[config.mk]
export PLATFORM = sky130hd
export DESIGN_NAME = ll_multi_channel_top
export DESIGN_NICKNAME = d
export VERILOG_FILES = /design/src/common/ll_pkg.sv /design/src/auto_sync/ll_auto_sync.sv /design/src/link/ll_channel_pack.sv /design/src/link/ll_channel_unpack.sv /design/src/link/ll_phy_framer.sv /design/src/verilog/ll_multi_channel_top.sv
export SDC_FILE = /design/constraint.sdc
export NUM_CORES = 1
export LEC_CHECK = 0
export ABC_AREA = 1
export BUFFER_PORTS_ARGS = -buffer_cell sky130_fd_sc_hd__buf_2
export CORE_AREA = 5 5 513 515
export DETAILED_ROUTE_END_ITERATION = 7
export DIE_AREA = 0 0 518 520
export PLACE_DENSITY = 0.4
export RECOVER_POWER = 50
export SLEW_MARGIN = 30
export SYNTH_ARGS = -nofsm -noshare
export SYNTH_HDL_FRONTEND = slang
export SYNTH_HIERARCHICAL = 1
export SYNTH_SLANG_ARGS = --single-unit
export TNS_END_PERCENT = 50
[constraint.sdc]
create_clock -name clk_wr -period 3.6 [get_ports clk_wr]
set_clock_uncertainty 0.05 [all_clocks]
set_input_delay 0.18 -clock clk_wr [delete_from_list [all_inputs] [get_ports clk_wr]]
set_output_delay 0.18 -clock clk_wr [all_outputs]
set_load 0.01 [all_outputs]
[src/common/ll_pkg.sv]
// Logic link shared types and layout constants
// Channel words, link payload and the 320-bit PHY word

package ll_pkg;

  ////////////////////
  // Channel types

  // Width of one user channel
  localparam int CH_BITS = 79;

  // Width of the online delay counters and delay values
  localparam int DLY_W = 16;

  typedef logic [CH_BITS-1:0] ch_data_t;

  // Four channels, ch0 sits in the lowest bits
  typedef struct packed {
    ch_data_t ch3;
    ch_data_t ch2;
    ch_data_t ch1;
    ch_data_t ch0;
  } ch_bus_t;

  ////////////////////
  // Link and PHY words

  // Four channels worth of data
  typedef logic [4*CH_BITS-1:0] ll_payload_t;

  // Gen2 layout, marker on top then strobe then data
  typedef struct packed {
    logic [2:0]  marker;
    logic        stb;
    ll_payload_t payload;
  } phy_word_t;

  // Gen1 uses the lower half only
  localparam int GEN1_DATA_BITS = 158;
  localparam int GEN1_STB_POS   = 158;
  localparam int GEN1_MRK_POS   = 159;

  // Fixed gen2 marker, no user markers
  localparam logic [2:0] GEN2_MARKER = 3'b000;

  ////////////////////
  // Debug status layout

  localparam int DBG_TX_ONLINE_BIT = 19;
  localparam int DBG_RX_ONLINE_BIT = 18;

endpackage

[src/auto_sync/ll_auto_sync.sv]
// Online sequencing for the logic link
// Delays the transmit and receive online levels by programmed counts

`timescale 1ns/1ns

module ll_auto_sync import ll_pkg::*; (
  input  logic             clk_wr,
  input  logic             reset,
  input  logic             tx_online,
  input  logic             rx_online,
  input  logic [DLY_W-1:0] delay_x_value,
  input  logic [DLY_W-1:0] delay_y_value,
  output logic             tx_online_delay,
  output logic             rx_online_delay
);

  // Lane 0 is transmit, lane 1 is receive
  logic             cond  [2];
  logic [DLY_W-1:0] limit [2];
  logic [DLY_W-1:0] cnt   [2];
  logic             level [2];

  ////////////////////
  // Lane conditions

  // Transmit side waits on its own online only
  assign cond[0]  = tx_online;
  assign limit[0] = delay_x_value;

  // Receive side also needs the delayed transmit level
  assign cond[1]  = rx_online & level[0];
  assign limit[1] = delay_y_value;

  ////////////////////
  // Delay counters

  for (genvar i = 0; i < 2; i++) begin : g_lane
    always_ff @(posedge clk_wr) begin
      if (reset || !cond[i]) begin
        // Condition dropped, restart count and fall at once
        cnt[i]   <= '0;
        level[i] <= 1'b0;
      end else begin
        // Saturate so a long online stretch never wraps
        if (cnt[i] != '1) begin
          cnt[i] <= cnt[i] + 1'b1;
        end
        // Zero delay rises on the first edge
        level[i] <= (cnt[i] >= limit[i]);
      end
    end
  end

  assign tx_online_delay = level[0];
  assign rx_online_delay = level[1];

endmodule

[src/link/ll_channel_pack.sv]
// Channel packer for the transmit path
// Places the user channels into the link payload by link mode

`timescale 1ns/1ns

module ll_channel_pack import ll_pkg::*; (
  input  logic        m_gen2_mode,
  input  ch_bus_t     ch_tx,
  output ll_payload_t payload
);

  // Gen1 carries only two channels
  logic [GEN1_DATA_BITS-1:0] gen1_data;

  assign gen1_data = {ch_tx.ch1, ch_tx.ch0};

  ////////////////////
  // Mode select

  always_comb begin
    if (m_gen2_mode) begin
      // All four channels, ch0 at bit 0
      payload = ch_tx;
    end else begin
      // Lower data bits only
      // zero above so the framer can drop its strobe and marker in
      payload                     = '0;
      payload[GEN1_DATA_BITS-1:0] = gen1_data;
    end
  end

endmodule

[src/link/ll_channel_unpack.sv]
// Channel unpacker for the receive path
// Splits the accepted link payload back into user channels by mode

`timescale 1ns/1ns

module ll_channel_unpack import ll_pkg::*; (
  input  logic        m_gen2_mode,
  input  ll_payload_t rx_payload,
  output ch_bus_t     ch_rx
);

  // Full slicing, ch0 from the lowest bits
  ch_bus_t all_ch;

  assign all_ch = rx_payload;

  ////////////////////
  // Mode select

  always_comb begin
    // Acceptance is already done in the framer
    ch_rx = all_ch;
    if (!m_gen2_mode) begin
      // Gen1 has no upper channels
      ch_rx.ch2 = '0;
      ch_rx.ch3 = '0;
    end
  end

endmodule

[src/link/ll_phy_framer.sv]
// PHY framer for the logic link
// Builds the strobed transmit PHY word and captures strobed receive words

`timescale 1ns/1ns

module ll_phy_framer import ll_pkg::*; (
  input  logic        clk_wr,
  input  logic        reset,
  input  logic        m_gen2_mode,
  input  logic        tx_online,
  input  logic        rx_online,
  input  ll_payload_t tx_payload,
  input  phy_word_t   rx_phy0,
  output phy_word_t   tx_phy0,
  output ll_payload_t rx_payload
);

  phy_word_t   tx_word;
  logic        rx_stb;
  ll_payload_t rx_data;

  ////////////////////
  // Transmit framing

  always_comb begin
    tx_word         = '0;
    // Packer has already zeroed the gen1 upper half
    tx_word.payload = tx_payload;
    if (m_gen2_mode) begin
      tx_word.stb    = 1'b1;
      tx_word.marker = GEN2_MARKER;
    end else begin
      // Strobe and marker sit just above the gen1 data
      tx_word[GEN1_STB_POS] = 1'b1;
      // Fixed gen1 marker
      tx_word[GEN1_MRK_POS] = 1'b0;
    end
  end

  // One cycle from payload to PHY
  always_ff @(posedge clk_wr) begin
    if (reset || !tx_online) begin
      // Idle link sends all zero
      tx_phy0 <= '0;
    end else begin
      tx_phy0 <= tx_word;
    end
  end

  ////////////////////
  // Receive capture

  // Strobe position depends on mode
  assign rx_stb = m_gen2_mode ? rx_phy0.stb : rx_phy0[GEN1_STB_POS];

  always_comb begin
    if (m_gen2_mode) begin
      rx_data = rx_phy0.payload;
    end else begin
      // Strip gen1 strobe, marker and upper half
      rx_data                     = '0;
      rx_data[GEN1_DATA_BITS-1:0] = rx_phy0.payload[GEN1_DATA_BITS-1:0];
    end
  end

  always_ff @(posedge clk_wr) begin
    if (reset || !rx_online) begin
      rx_payload <= '0;
    end else if (rx_stb) begin
      rx_payload <= rx_data;
    end
    // Unstrobed words hold the last accepted payload
  end

endmodule

[src/verilog/ll_multi_channel_top.sv]
// Four channel logic link top level
// Online sequencing, channel packing, PHY framing and unpacking

`timescale 1ns/1ns

module ll_multi_channel_top import ll_pkg::*; (
  input  logic             clk_wr,
  input  logic             reset,

  // Link control
  input  logic             tx_online,
  input  logic             rx_online,
  input  logic [DLY_W-1:0] delay_x_value,
  input  logic [DLY_W-1:0] delay_y_value,
  input  logic             m_gen2_mode,

  // PHY side
  input  phy_word_t        rx_phy0,
  output phy_word_t        tx_phy0,

  // User channels
  input  ch_bus_t          ch_tx,
  output ch_bus_t          ch_rx,

  output logic [31:0]      debug_status
);

  logic        tx_online_delay;
  logic        rx_online_delay;
  ll_payload_t tx_payload;
  ll_payload_t rx_payload;

  ////////////////////
  // Online sequencing

  ll_auto_sync u_auto_sync (
    .clk_wr          (clk_wr),
    .reset           (reset),
    .tx_online       (tx_online),
    .rx_online       (rx_online),
    .delay_x_value   (delay_x_value),
    .delay_y_value   (delay_y_value),
    .tx_online_delay (tx_online_delay),
    .rx_online_delay (rx_online_delay)
  );

  ////////////////////
  // Producer

  ll_channel_pack u_channel_pack (
    .m_gen2_mode (m_gen2_mode),
    .ch_tx       (ch_tx),
    .payload     (tx_payload)
  );

  // Framer runs on the delayed levels
  ll_phy_framer u_phy_framer (
    .clk_wr      (clk_wr),
    .reset       (reset),
    .m_gen2_mode (m_gen2_mode),
    .tx_online   (tx_online_delay),
    .rx_online   (rx_online_delay),
    .tx_payload  (tx_payload),
    .rx_phy0     (rx_phy0),
    .tx_phy0     (tx_phy0),
    .rx_payload  (rx_payload)
  );

  ////////////////////
  // Consumer

  ll_channel_unpack u_channel_unpack (
    .m_gen2_mode (m_gen2_mode),
    .rx_payload  (rx_payload),
    .ch_rx       (ch_rx)
  );

  // Debug word, only the two delayed online levels
  always_comb begin
    debug_status                    = '0;
    debug_status[DBG_TX_ONLINE_BIT] = tx_online_delay;
    debug_status[DBG_RX_ONLINE_BIT] = rx_online_delay;
  end

endmodule
# [Word-level counts from Yosys, hierarchy flattened]
# Memories as Yosys holds them, arrays and structs flattened.
# Index checks and enable logic that the tools add are counted.
[classes] addsub=2 n_mul=0 div_mod_pow=0 magnitude_cmp=2 eq_ne=2 shifts=0 muxes=22 bitwise=6 n_reduce_logical=9
[ops] op="two-way mux 316 bit" n=1
[ops] op="two-way mux 159 bit" n=1
[ops] op="two-way mux 158 bit" n=1
[ops] op="adder 16 x 1 -> 16 bit (second input constant)" n=2
[ops] op="greater-or-equal comparator 16 bit" n=2
[ops] op="two-way mux 16 bit" n=2
[ops] op="inequality test 16 bit (second input constant)" n=2
[ops] op="two-way mux 1 bit" n=17
[ops] op="zero test 1 bit" n=4
[ops] op="logical OR 1 bit" n=4
[ops] op="OR 1 bit" n=4
[ops] op="OR reduction 2 bit" n=1
[ops] op="bitwise AND 1 bit" n=1
[ops] op="inverter 1 bit" n=1
[totals] reg_bits=636 latchBits=0 ram_bits=34 mem_bits_ro=0 inputBits=673 output_inout_bits=668 wordCells=50 memories=2
[memory_table] name="u_auto_sync.cnt" depth=2 width=16 read_ports=2 rd_ports_with_merged_regs=0 write_ports=2 line_no="ll_auto_sync.sv:20" rtl="logic [DLY_W-1:0] cnt [2];"
[memory_table] name="u_auto_sync.level" depth=2 width=1 read_ports=2 rd_ports_with_merged_regs=0 write_ports=2 line_no="ll_auto_sync.sv:21" rtl="logic level [2];"

# [Logic depth before layout (Yosys ltp)]
# Gate-level depths: netlist of the first run.
# An unclocked memory read counts as a cell.
[logic_depth] depth_word=7 mapped_depth=11 depth_no_buf=11

# [By module]
# Netlist of the first run, hierarchy kept.
[by_module_without_submodules] mod="ll_phy_framer" n_inst=1 cells_each=2731 area_per_inst_um2=21638.3 seq_area_each_um2=12672.2
[by_module_without_submodules] mod="ll_auto_sync" n_inst=1 cells_each=334 area_per_inst_um2=2780.2 seq_area_each_um2=1001.0
[by_module_without_submodules] mod="ll_channel_pack" n_inst=1 cells_each=492 area_per_inst_um2=2546.2 seq_area_each_um2=0.0
[by_module_without_submodules] mod="ll_channel_unpack" n_inst=1 cells_each=492 area_per_inst_um2=2546.2 seq_area_each_um2=0.0
[by_module_without_submodules] mod="ll_multi_channel_top" n_inst=1 cells_each=33 area_per_inst_um2=244.0 seq_area_each_um2=0.0

# [Least setup slack after synthesis of the first run]
# Ideal clock, no wire load.
[synth_path] path_type="register to register" start="mem u_auto_sync.cnt[0][0]" end="mem u_auto_sync.cnt[0][0], enable pin" setup_time_ns=0.452 t_arrival_ns=1.691 path_slack_ns=1.407 path_stages_with_launch=9 path_buffers=0 synth_period_minus_slack_ns=2.193 path_cell_list="edfxtp_1 > ha_1 > nand2_2 > nor2_4 > nand3_4 > nor2_4 > nand2_1 > nor2_1 > nand4_1"
[synth_lines] element="from (decl)" line_no="ll_auto_sync.sv:20"

# [Worst setup path in the final report of the first run]
[layout_path] start="in m_gen2_mode" end="reg u_phy_framer.rx_payload[77]"
[layout_between] elab_chain_cells=1
[layout_rtl] element="from (decl)" line_no="ll_multi_channel_top.sv:15" rtl="input logic m_gen2_mode,"
[layout_rtl] element="two-way mux 1 bit" line_no="ll_phy_framer.sv:54" rtl="assign rx_stb = m_gen2_mode ? rx_phy0.stb : rx_phy0[GEN1_STB_POS];"
[layout_rtl] element="to (signal assigned)" line_no="ll_phy_framer.sv:70" rtl="rx_payload <= rx_data;"
[layout_rtl] element="to (decl)" line_no="ll_phy_framer.sv:15" rtl="output ll_payload_t rx_payload"
# Every way passes these cells.
# A chain may end at the register's enable or synchronous reset.

==> impl_metrics.py, run 1 <==
metrics = {
    "clock_network": {
        "cts_root_buf": "clkbuf_16",
        "htree_levels": 3,
        "clk_latency_ns": 0.73,
        "cts_setup_buffers": 0,
        "cts_tree": "yes",
        "cts_buffer_depth": 3,
        "clk_pin_slew_worst_paths_ns": 0.06,
        "cts-buffers-inserted": 93,
        "numClockSinks": 667,
    },
    "synthesis": {
        "yosysSeqAreaShare_pct": 46.0,
        "ys_top_cells_by_count": "854 x inv_1, 696 x nand2_1, 635 x dfxtp_1",
        "avgSynthCellArea_um2": 7.29,
        "synthCells": 4082,
        "async_reset_ff_share_pct": 0,
        "synth_seq_cells": 667,
        "yosys_warnings": 6,
        "synth.top_cell.area_share_pct": 42.7,
        "yosysTopAreaCell": "dfxtp_1",
        "synth_area_mm2": 0.0298,
        "synth_most_common_cell": "inv_1",
        "synth_top_flop_cell": "dfxtp_1",
        "ys_types": 34,
        "synth_area_leaders": "dfxtp_1 43%, inv_1 11%, buf_4 9.6%",
        "synth_edf_count": 32,
    },
    "sta": {
        "layout_min_cycle_time_ns": 3.08,
        "period_share_pct": 85.4,
        "rsz0062_at_grt": "no",
        "finalHoldViolations": 0,
        "setup_violations": 0,
        "setup-tns-final_ns": 0,
        "slew_headroom_pct": -19.1,
        "fmax_mhz": 325,
        "slew_viol_final": 117,
        "worst-slew-pin-transition_ns": 1.79,
    },
    "setup_path": {
        "cp_data_arrival_time_ns": 3.65,
        "path_cells": "clkbuf_2 > nand2_1 > buf_4 > buf_6 > a21oi_1 > nor2_1",
        "crit_path_top_delay_cell": "buf_6",
        "required_ns": 4.17,
        "timing.rr.start": "u_auto_sync/level[1]",
        "crit_family": "buffers and inverters",
        "endpoint_kind": "flip-flop",
        "slowest_delay_ns": 0.83,
        "reg2reg_depth": 4,
        "cp_max_fo": 139,
        "cp_num_buf_inv": 3,
        "startpoint_type": "primary input",
        "r2r_slack_ns": 0.68,
        "crit_type": "primary input to flip-flop",
        "crit-reg2reg-capture": "u_phy_framer/rx_payload[164]",
    },
    "power_and_ir_drop": {
        "p_leak_nw": 21.9,
        "power.density_mw_per_mm2": 414,
        "peakVddDrop_mv": 0.358,
    },
    "layout": {
        "nets": 6351,
        "drive_above_1_share_pct": 17.3,
        "area_growth_pct": 56.4,
        "layout.cells.non_filler": 9168,
    },
    "routing": {
        "drtAntennaViolNets": 0,
        "via_count": 31300,
        "drt-total-wl_um": 202000,
        "route.detailed.drc": 0,
        "drt_iter0_markers": 2026,
        "drtPass1Iterations": 7,
        "viasPerCell": 3.42,
        "wl_per_cell_um": 22.0,
    },
    "global_routing": {
        "antenna_found_initial": 206,
        "grt_pass1_wl_um": 270000,
        "grt.overflow.total": 0,
        "grt_pass1_vias": 31700,
        "grt_max_degree": 179,
        "grt_use_total_pct": 14.4,
    },
    "floorplanning": {
        "start_util_pct": 11.5,
        "io_pins": 1341,
        "die_h_um": 520,
        "num_rows": 187,
        "die_area_mm2": 0.269,
        "chipWidth_um": 518,
        "core_area_mm2": 0.258,
    },
    "outcome": {
        "status": "finished, violations left",
        "violations": "max-capacitance violations, max-slew violations",
    },
    "hold_path": {
        "hold-path-endpoint": "u_phy_framer/tx_phy0[27]",
        "hold_class": "primary input to flip-flop",
        "hold_depth": 4,
        "hold_start": "ch_tx[27]",
    },
    "placed_design": {
        "dpl.hpwl_um": 167000,
        "place_congestion": 0.948,
        "port_buffers": 1304,
        "dp.cells": 8282,
    },
    "job": {
        "drv_cap": 1,
    },
}
how the worst max path moves through the flow:
stage | from | end | cells after the start
after global routing | m_gen2_mode | u_phy_framer/rx_payload[77] | 6
after CTS | u_auto_sync/cnt[0][0] | u_auto_sync/cnt[0][4] | 8
final | m_gen2_mode | u_phy_framer/rx_payload[77] | 6
after global placement | u_auto_sync/cnt[0][0] | u_auto_sync/cnt[0][1] | 8
after detailed placement | u_auto_sync/cnt[0][0] | u_auto_sync/cnt[0][2] | 8
after floorplan | u_auto_sync/cnt[0][0] | u_auto_sync/cnt[0][0] | 8
where the power goes:
part           total [W]  switching (W)  internal, W
combinational    0.00193        0.00101     0.000924
clock            0.00990        0.00395      0.00595
sequential       0.00744     0.00000119      0.00743
through the flow:
stage | hold slack [ns] | cell area (um2) | setup slack, ns | util [%] | total power [W]
after floorplan | 0.262 | 29900 | 1.41 | - | 0.00833
after global placement | 0.343 | 37200 | 0.971 | 14.4 | 0.00883
after detailed placement | 0.348 | 37200 | 0.826 | 14.4 | 0.00883
after CTS | 0.000277 | 47200 | 0.866 | 18.3 | 0.0197
after global routing | 0.0870 | 46500 | 0.389 | 18.0 | 0.0201
final | 0.150 | 46500 | 0.525 | 18.0 | 0.0193
cells in the final DEF, fill, tap and decap left out, types with 13 or more instances in the layout:
master / netlist / layout
clkbuf_1: 18 / 556
nor2_1: 502 / 502
clkbuf_8: 0 / 18
nand3_1: 329 / 329
dfxtp_1: 635 / 635
ha_1: 34 / 34
dlygate4sd3_1: 0 / 669
buf_2: 145 / 765
buf_12: 1 / 13
edfxtp_1: 32 / 32
inv_1: 854 / 854
nor2_2: 13 / 13
diode_2: 0 / 48
clkinv_2: 0 / 17
conb_1: 2 / 33
clkbuf_16: 0 / 97
a21oi_1: 339 / 339
nand2_1: 696 / 696
buf_4: 382 / 24
logic make-up after synthesis:
group	synth area share (%)
AO/OA/AOI/OAI	5.96
XOR/XNOR	0.442
adder cells (fa/ha/maj)	1.43
buffers and inverters	24.3
flip-flops	46.0
other	0.0252
AND/OR/NAND/NOR	21.9
worst reg2reg max path, delay by kind of cell, from the launching register on:
| family | cells | cell delay (ns) |
|---|---|---|
| buf+inv | 2 | 1.94 |
| simple gates | 1 | 0.34 |
| flops | 1 | 0.31 |
| compound gates | 1 | 0.12 |
sequential cells by signal, summed over array words and instances, names as in the netlist:
signal	flops
u_auto_sync/level	2
u_auto_sync/cnt	32
u_phy_framer/tx_phy0	317
u_phy_framer/rx_payload	316
layer usage:
metal / vias up / track usage, % / share of wire [%]
met5: - / 0 / 0.41
met4: 136 / 5.34 / 4.4
met3: 396 / 6.85 / 11
met2: 1476 / 20.8 / 40
met1: 14400 / 18.5 / 44
li1: 14900 / - / -
cell type report:
| type | instances | area, um2 |
|---|---|---|
| Sequential cell | 667 | 13700 |
| Timing Repair Buffer | 2015 | 13000 |
| Clock inverter | 39 | 522 |
| Multi-Input combinational cell | 2007 | 8980 |
| Fill cell | 29700 | 212000 |
| Tap cell | 3402 | 4260 |
| Inverter | 860 | 3240 |
| Clock buffer | 130 | 2730 |
| Antenna cell | 48 | 120 |
what timing repair did:
action,CTS,global route
endpoints found under the hold margin,643,0
gates resized for setup,0,0
hold buffers,669,0
Power figures use the tool's default switching activity.
==> run 2, diff against run 1 <==
--- a/config.mk
+++ b/config.mk
@@ -5,16 +5,14 @@
 export SDC_FILE = /design/constraint.sdc
 export NUM_CORES = 1
 export LEC_CHECK = 0
-export ABC_AREA = 1
 export BUFFER_PORTS_ARGS = -buffer_cell sky130_fd_sc_hd__buf_2
-export CORE_AREA = 5 5 513 515
+export CORE_AREA = 5 5 521 523
 export DETAILED_ROUTE_END_ITERATION = 7
-export DIE_AREA = 0 0 518 520
-export PLACE_DENSITY = 0.4
+export DIE_AREA = 0 0 526 528
+export PLACE_DENSITY = 0.38
 export RECOVER_POWER = 50
 export SLEW_MARGIN = 30
 export SYNTH_ARGS = -nofsm -noshare
 export SYNTH_HDL_FRONTEND = slang
-export SYNTH_HIERARCHICAL = 1
 export SYNTH_SLANG_ARGS = --single-unit
 export TNS_END_PERCENT = 50
==> run 2 against run 1 <==
The run still ends with max-capacitance violations, max-slew violations left; worst hold slack worse by 0.058 ns; core utilization is 1.8 points lower; sequential share of layout area is 2.3 points higher; count of clock-buffer cells in the layout is 2 higher; global-route usage is 0.42 points lower; maximum frequency is 6.5% higher; sequential cell count stayed put; cell area is 7.3% lower; final cell count is 12% lower; worst setup slack better by 0.19 ns; highest routed layer unchanged.
==> impl_metrics.py, run 2 <==
metrics = {
    "outcome": {
        "status": "finished, violations left",
        "violations": "max-capacitance violations, max-slew violations",
    },
    "global_routing": {
        "grt.overflow.total": 0,
        "grt_pass1_vias": 25900,
        "grt_pass1_wl_um": 260000,
        "grt_use_total_pct": 14.0,
        "grt_max_degree": 173,
        "antenna_found_initial": 243,
    },
    "synthesis": {
        "synth_edf_count": 32,
        "synth_most_common_cell": "dfxtp_1",
        "synthCells": 2546,
        "async_reset_ff_share_pct": 0,
        "synth_seq_cells": 667,
        "ys_types": 42,
        "synth_area_mm2": 0.0242,
        "synth_top_flop_cell": "dfxtp_1",
        "ys_top_cells_by_count": "635 x dfxtp_1, 331 x nand2_1, 318 x and2_1",
        "yosys_warnings": 0,
        "synth_area_leaders": "dfxtp_1 53%, and2_1 8.2%, buf_4 6.0%",
        "avgSynthCellArea_um2": 9.49,
        "yosysSeqAreaShare_pct": 56.6,
        "yosysTopAreaCell": "dfxtp_1",
        "synth.top_cell.area_share_pct": 52.6,
    },
    "routing": {
        "drtPass1Iterations": 5,
        "route.detailed.drc": 0,
        "viasPerCell": 3.20,
        "drt_iter0_markers": 1372,
        "via_count": 25700,
        "drtAntennaViolNets": 0,
        "wl_per_cell_um": 25.3,
        "drt-total-wl_um": 203000,
    },
    "layout": {
        "drive_above_1_share_pct": 22.4,
        "layout_commonest_cell": "buf_2",
        "layout.cells.non_filler": 8033,
        "mostFrequentLayoutCells": "793 x buf_2, 685 x dlygate4sd3_1, 635 x dfxtp_1, 530 x clkbuf_1, 331 x nand2_1",
        "area_growth_pct": 78.5,
        "final_design_area_no_fill_mm2": 0.0431,
        "largest_reg_flops": 317,
        "largest_register": "u_phy_framer.tx_phy0",
        "reg.largest.list": "u_phy_framer.tx_phy0: 317 flops, u_phy_framer.rx_payload: 316 flops, u_auto_sync.cnt: 32 flops",
        "nets": 5030,
    },
    "clock_network": {
        "clk_pin_slew_worst_paths_ns": 0.07,
        "htree_levels": 3,
        "cts_setup_buffers": 0,
        "cts_tree": "yes",
        "cts_root_buf": "clkbuf_16",
        "numClockSinks": 667,
        "post_cts_resized": 0,
        "cts-buffers-inserted": 96,
        "clk_latency_ns": 0.78,
        "cts_buffer_depth": 4,
    },
    "placed_design": {
        "dpl.hpwl_um": 171000,
        "pre_cts_slack_ns": 0.911,
        "place_congestion": 0.948,
        "place_area_mm2": 0.0335,
        "port_buffers": 1304,
        "dp.cells": 7092,
    },
    "setup_path": {
        "cp_max_fo": 58,
        "endpoint_kind": "flip-flop",
        "timing.rr.start": "u_auto_sync.level[0]",
        "r2r_slack_ns": 0.77,
        "crit_type": "primary input to flip-flop",
        "startpoint_type": "primary input",
        "worstSetupStartpoint": "rx_phy0[158]",
        "cp_data_arrival_time_ns": 3.52,
        "required_ns": 4.23,
    },
    "sta": {
        "slew_viol_final": 46,
        "period_share_pct": 80.2,
        "setup_violations": 0,
        "setup-tns-final_ns": 0,
        "layout_min_cycle_time_ns": 2.89,
        "slew_headroom_pct": -18.1,
        "finalHoldViolations": 0,
        "worst_slack_ns": 0.712,
        "rsz0062_at_grt": "no",
        "worst-slew-pin-transition_ns": 1.77,
        "fmax_mhz": 346,
    },
    "floorplanning": {
        "chipWidth_um": 526,
        "die_area_mm2": 0.278,
        "core_area_mm2": 0.266,
        "die_h_um": 528,
        "num_rows": 190,
        "start_util_pct": 9.07,
        "io_pins": 1341,
    },
    "power_and_ir_drop": {
        "p_leak_nw": 17.4,
        "power.density_mw_per_mm2": 440,
        "peakVddDrop_mv": 0.287,
    },
    "job": {
        "drv_cap": 2,
    },
    "hold_path": {
        "hold_class": "primary input to flip-flop",
        "hold_start": "ch_tx[69]",
    },
}
-- run 2: per-stage QoR --
stage,hold WS (ns),utilization [%],power [W]
after floorplan,0.240,-,0.00794
after global placement,0.331,12.6,0.00851
after detailed placement,0.333,12.6,0.00851
after CTS,0.000796,16.3,0.0195
after global routing,0.0418,16.1,0.0198
final,0.0926,16.2,0.0190
-- run 2: metal layers --
metal / global-route usage [%] / vias up / wire length [um]
met4: 3.10 / 174 / 5140
met1: 17.3 / 12000 / 86300
li1: - / 11800 / -
met2: 21.9 / 1246 / 88300
met5: 0 / - / 1060
met3: 6.82 / 412 / 22400
-- run 2: cell type report --
type                    count  area, um2
fillers                 30400     223000
flip-flops and latches    667      13700
repair buffers           2018      13100
multi-input cells        1498       8290
well taps                3552       4440
clock buffers             132       2730
clock inverters            36        474
diodes                     88        220
inverters                  42        158
-- run 2: timing repair --
| item | CTS | global route |
|---|---|---|
| hold endpoints to repair | 666 | 0 |
| hold buffers | 685 | 0 |
| endpoints found under the setup margin | 0 | 0 |
-- run 2: worst max-delay path, stage by stage --
cell and delay (ns):
dlygate4sd3_1 0.58, buf_2 0.22, a21oi_1 1.21, buf_8 0.25, buf_12 0.28, a22oi_1 0.10, dlygate4sd3_1 0.58, nor2_1 0.08
-- run 2: cell families after synthesis --
family	Yosys count	share of synthesized area, %
AO/OA/AOI/OAI	359	9.33
XOR/XNOR	24	0.870
adder cells (fa/ha/maj)	34	1.76
buffers and inverters	413	9.67
flip-flops	667	56.6
other	1	0.0155
AND/OR/NAND/NOR	1048	21.8
-- run 2: final timing paths --
| check | cells after the start | to |
|---|---|---|
| setup / recovery | 8 | u_phy_framer.rx_payload[170] |
| hold / removal | 3 | u_phy_framer.tx_phy0[69] |
| setup reg to reg | 4 | u_phy_framer.tx_phy0[233] |
| hold reg to reg | 2 | u_phy_framer.rx_payload[120] |
-- run 2: power breakdown --
| part | switching, W | leakage, nW | internal, W |
|---|---|---|---|
| clock network | 0.00395 | 1.57 | 0.00593 |
| registers | 0.00000149 | 5.51 | 0.00743 |
| logic | 0.000784 | 10.3 | 0.000861 |
==> run 3, diff against run 2 <==
--- a/config.mk
+++ b/config.mk
@@ -5,10 +5,11 @@
 export SDC_FILE = /design/constraint.sdc
 export NUM_CORES = 1
 export LEC_CHECK = 0
+export ABC_AREA = 1
 export BUFFER_PORTS_ARGS = -buffer_cell sky130_fd_sc_hd__buf_2
-export CORE_AREA = 5 5 521 523
+export CORE_AREA = 5 5 518 520
 export DETAILED_ROUTE_END_ITERATION = 7
-export DIE_AREA = 0 0 526 528
+export DIE_AREA = 0 0 523 525
 export PLACE_DENSITY = 0.38
 export RECOVER_POWER = 50
 export SLEW_MARGIN = 30
==> constraint.sdc (replaced) <==
create_clock -name clk_wr -period 2.8 [get_ports clk_wr]
set_clock_uncertainty 0.05 [all_clocks]
set_input_delay 0.14 -clock clk_wr [delete_from_list [all_inputs] [get_ports clk_wr]]
set_output_delay 0.14 -clock clk_wr [all_outputs]
set_load 0.01 [all_outputs]
==> run 3 against run 2 <==
The flow still finishes with violations (max-capacitance violations, max-slew violations); sequential share of layout area shrank 0.72 points; sequential power grew 28%; sequential cell count is the same; first-iteration DRC count shrank 0.15%; via count grew 8.2%; final cell count grew 7.9%; global-route usage shrank 0.67 points; critical path type is now flip-flop to flip-flop; critical endpoint is now u_phy_framer.tx_phy0[150]; largest cell class unchanged; highest routed layer unchanged.
==> impl_metrics.py, run 3 <==
metrics = {
    "layout": {
        "layout_commonest_cell": "buf_2",
        "n_fill_cell": 30400,
        "area_growth_pct": 74.2,
        "largest_reg_flops": 317,
        "layout.cells.non_filler": 8669,
        "mostFrequentLayoutCells": "920 x buf_2, 696 x nand2_1, 696 x dlygate4sd3_1, 635 x dfxtp_1, 541 x inv_1",
        "nets": 5738,
        "drive_above_1_share_pct": 21.8,
        "largest_register": "u_phy_framer.tx_phy0",
        "reg.largest.list": "u_phy_framer.tx_phy0: 317 flops, u_phy_framer.rx_payload: 316 flops, u_auto_sync.cnt: 32 flops",
    },
    "synthesis": {
        "yosysTopAreaCell": "dfxtp_1",
        "synth_top_flop_cell": "dfxtp_1",
        "synth.top_cell.area_share_pct": 50.2,
        "synth_area_mm2": 0.0253,
        "async_reset_ff_share_pct": 0,
        "synth_most_common_cell": "nand2_1",
        "yosys_warnings": 0,
        "synth_edf_count": 32,
        "synthCells": 3236,
        "ys_top_cells_by_count": "699 x nand2_1, 635 x dfxtp_1, 541 x inv_1",
        "synth_area_leaders": "dfxtp_1 50%, nand2_1 10%, inv_1 8.0%",
        "ys_types": 32,
        "avgSynthCellArea_um2": 7.83,
        "yosysSeqAreaShare_pct": 54.0,
        "synth_seq_cells": 667,
    },
    "clock_network": {
        "htree_levels": 3,
        "clk_pin_slew_worst_paths_ns": 0.06,
        "cts_buffer_depth": 3,
        "cts_setup_buffers": 0,
        "numClockSinks": 667,
        "cts_root_buf": "clkbuf_16",
        "clk_latency_ns": 0.69,
        "cts-buffers-inserted": 88,
        "cts_tree": "yes",
    },
    "sta": {
        "rsz0062_at_grt": "no",
        "setup_violations": 0,
        "worst_slack_ns": 0.343,
        "slew_viol_final": 36,
        "worst-slew-pin-transition_ns": 1.61,
        "finalHoldViolations": 0,
        "slew_headroom_pct": -7.55,
        "setup-tns-final_ns": 0,
        "fmax_mhz": 407,
        "period_share_pct": 87.8,
        "layout_min_cycle_time_ns": 2.46,
    },
    "floorplanning": {
        "core_area_mm2": 0.264,
        "io_pins": 1341,
        "die_area_mm2": 0.275,
        "num_rows": 189,
        "start_util_pct": 9.61,
        "die_h_um": 525,
        "chipWidth_um": 523,
    },
    "routing": {
        "wl_per_cell_um": 22.1,
        "via_count": 27800,
        "viasPerCell": 3.20,
        "drtAntennaViolNets": 0,
        "drt_iter0_markers": 1370,
        "drt-total-wl_um": 192000,
        "drtPass1Iterations": 5,
        "route.detailed.drc": 0,
    },
    "global_routing": {
        "antenna_found_initial": 101,
        "grt_pass1_vias": 28600,
        "grt_use_total_pct": 13.3,
        "grt_pass1_wl_um": 250000,
        "grt.overflow.total": 0,
        "grt_max_degree": 122,
    },
    "job": {
        "drv_cap": 1,
    },
    "hold_path": {
        "hold_class": "primary input to flip-flop",
    },
    "setup_path": {
        "crit_type": "flip-flop to flip-flop",
        "required_ns": 3.22,
        "cp_max_fo": 115,
        "cp_data_arrival_time_ns": 2.87,
        "endpoint_kind": "flip-flop",
        "startpoint_type": "flip-flop",
    },
    "power_and_ir_drop": {
        "power.density_mw_per_mm2": 533,
        "p_switching_w": 0.00604,
        "seqPwrFrac_pct": 40.7,
        "peakVddDrop_mv": 0.425,
        "internal_power_w": 0.0175,
        "clock_power_share_pct": 50.1,
        "switching_share_pct": 25.7,
        "p_comb_share_pct": 9.2,
        "p_leak_nw": 20.3,
    },
    "outcome": {
        "violations": "max-capacitance violations, max-slew violations",
        "status": "finished, violations left",
    },
    "placed_design": {
        "port_buffers": 1304,
        "place_congestion": 0.978,
        "pre_cts_slack_ns": 0.562,
        "dpl.hpwl_um": 162000,
        "dp.cells": 7778,
    },
}
## run 3: changes by cell type after synthesis, sizes merged, moves of 156 or more
cell   change
nand2    +369
nand3    +156
inv      +500
a22oi    -158
and2     -318
nor2     +174
and3     -160
a21oi    +160
## run 3: cell type report
class | count | area [um2] | area share, %
clock buffers | 131 | 2570 | 5.83
flip-flops and latches | 667 | 13700 | 31.0
diodes | 33 | 82.6 | 0.187
well taps | 3533 | 4420 | 10.0
repair buffers | 2041 | 13400 | 30.4
inverters | 542 | 2050 | 4.64
multi-input cells | 1691 | 7500 | 17.0
clock inverters | 31 | 435 | 0.987
## run 3: final timing paths
path | start | end | slack [ns] | cells after the start
max | u_auto_sync.level[0] | u_phy_framer.tx_phy0[150] | 0.34 | 3
min | m_gen2_mode | u_phy_framer.rx_payload[196] | 0.1 | 4
min reg2reg | u_phy_framer.rx_payload[73] | u_phy_framer.rx_payload[73] | 0.41 | 2
max reg2reg | u_auto_sync.level[0] | u_phy_framer.tx_phy0[150] | 0.34 | 3
## run 3: critical path, stage by stage (launching register included)
cell and delay [ns]:
dfxtp_1 0.33, nand2_4 0.21, clkbuf_4 1.09, nor2_1 0.40
## run 3: repair_timing
item | CTS | global route
gates resized for setup | 0 | 0
setup endpoints to repair | 0 | 0
endpoints found under the hold margin | 640 | 0
hold buffers | 696 | 0
## run 3: per-layer routing
layer / GRT usage, % / up-vias / routed length, um
li1: - / 13200 / -
met1: 15.7 / 13100 / 77100
met2: 22.0 / 1223 / 87300
met3: 5.44 / 247 / 20300
met4: 4.08 / 46 / 6760
met5: 0 / - / 286
## run 3: power by group through the flow
stage                     logic [W]  clock network (W)  registers, W
after floorplan            0.000538                  0       0.00977
after global routing        0.00235             0.0127       0.00955
final                       0.00217             0.0118       0.00956
after CTS                   0.00220             0.0124       0.00956
after detailed placement    0.00133                  0       0.00977
after global placement      0.00133                  0       0.00977
## run 3: stage by stage
step	hold WS, ns	instance area (um2)	power, W	utilization [%]
floorplan	0.202	25500	0.0103	-
global placement	0.307	34600	0.0111	13.1
finish	0.0990	44100	0.0235	16.7
global route	0.0543	44100	0.0246	16.7
detailed placement	0.309	34600	0.0111	13.1
CTS	0.000622	44600	0.0241	16.9
## run 3: kinds of logic (layout without fill, tap and decap cells)
group / Yosys count / in the layout / share of synthesized area [%]
compound gates: 350 / 350 / 7.01
xor+xnor: 17 / 17 / 0.588
fa+ha+maj: 34 / 34 / 1.68
buf+inv: 910 / 2745 / 17.0
flops: 667 / 667 / 54.0
other cells: 1 / 66 / 0.0148
simple gates: 1257 / 1257 / 19.7
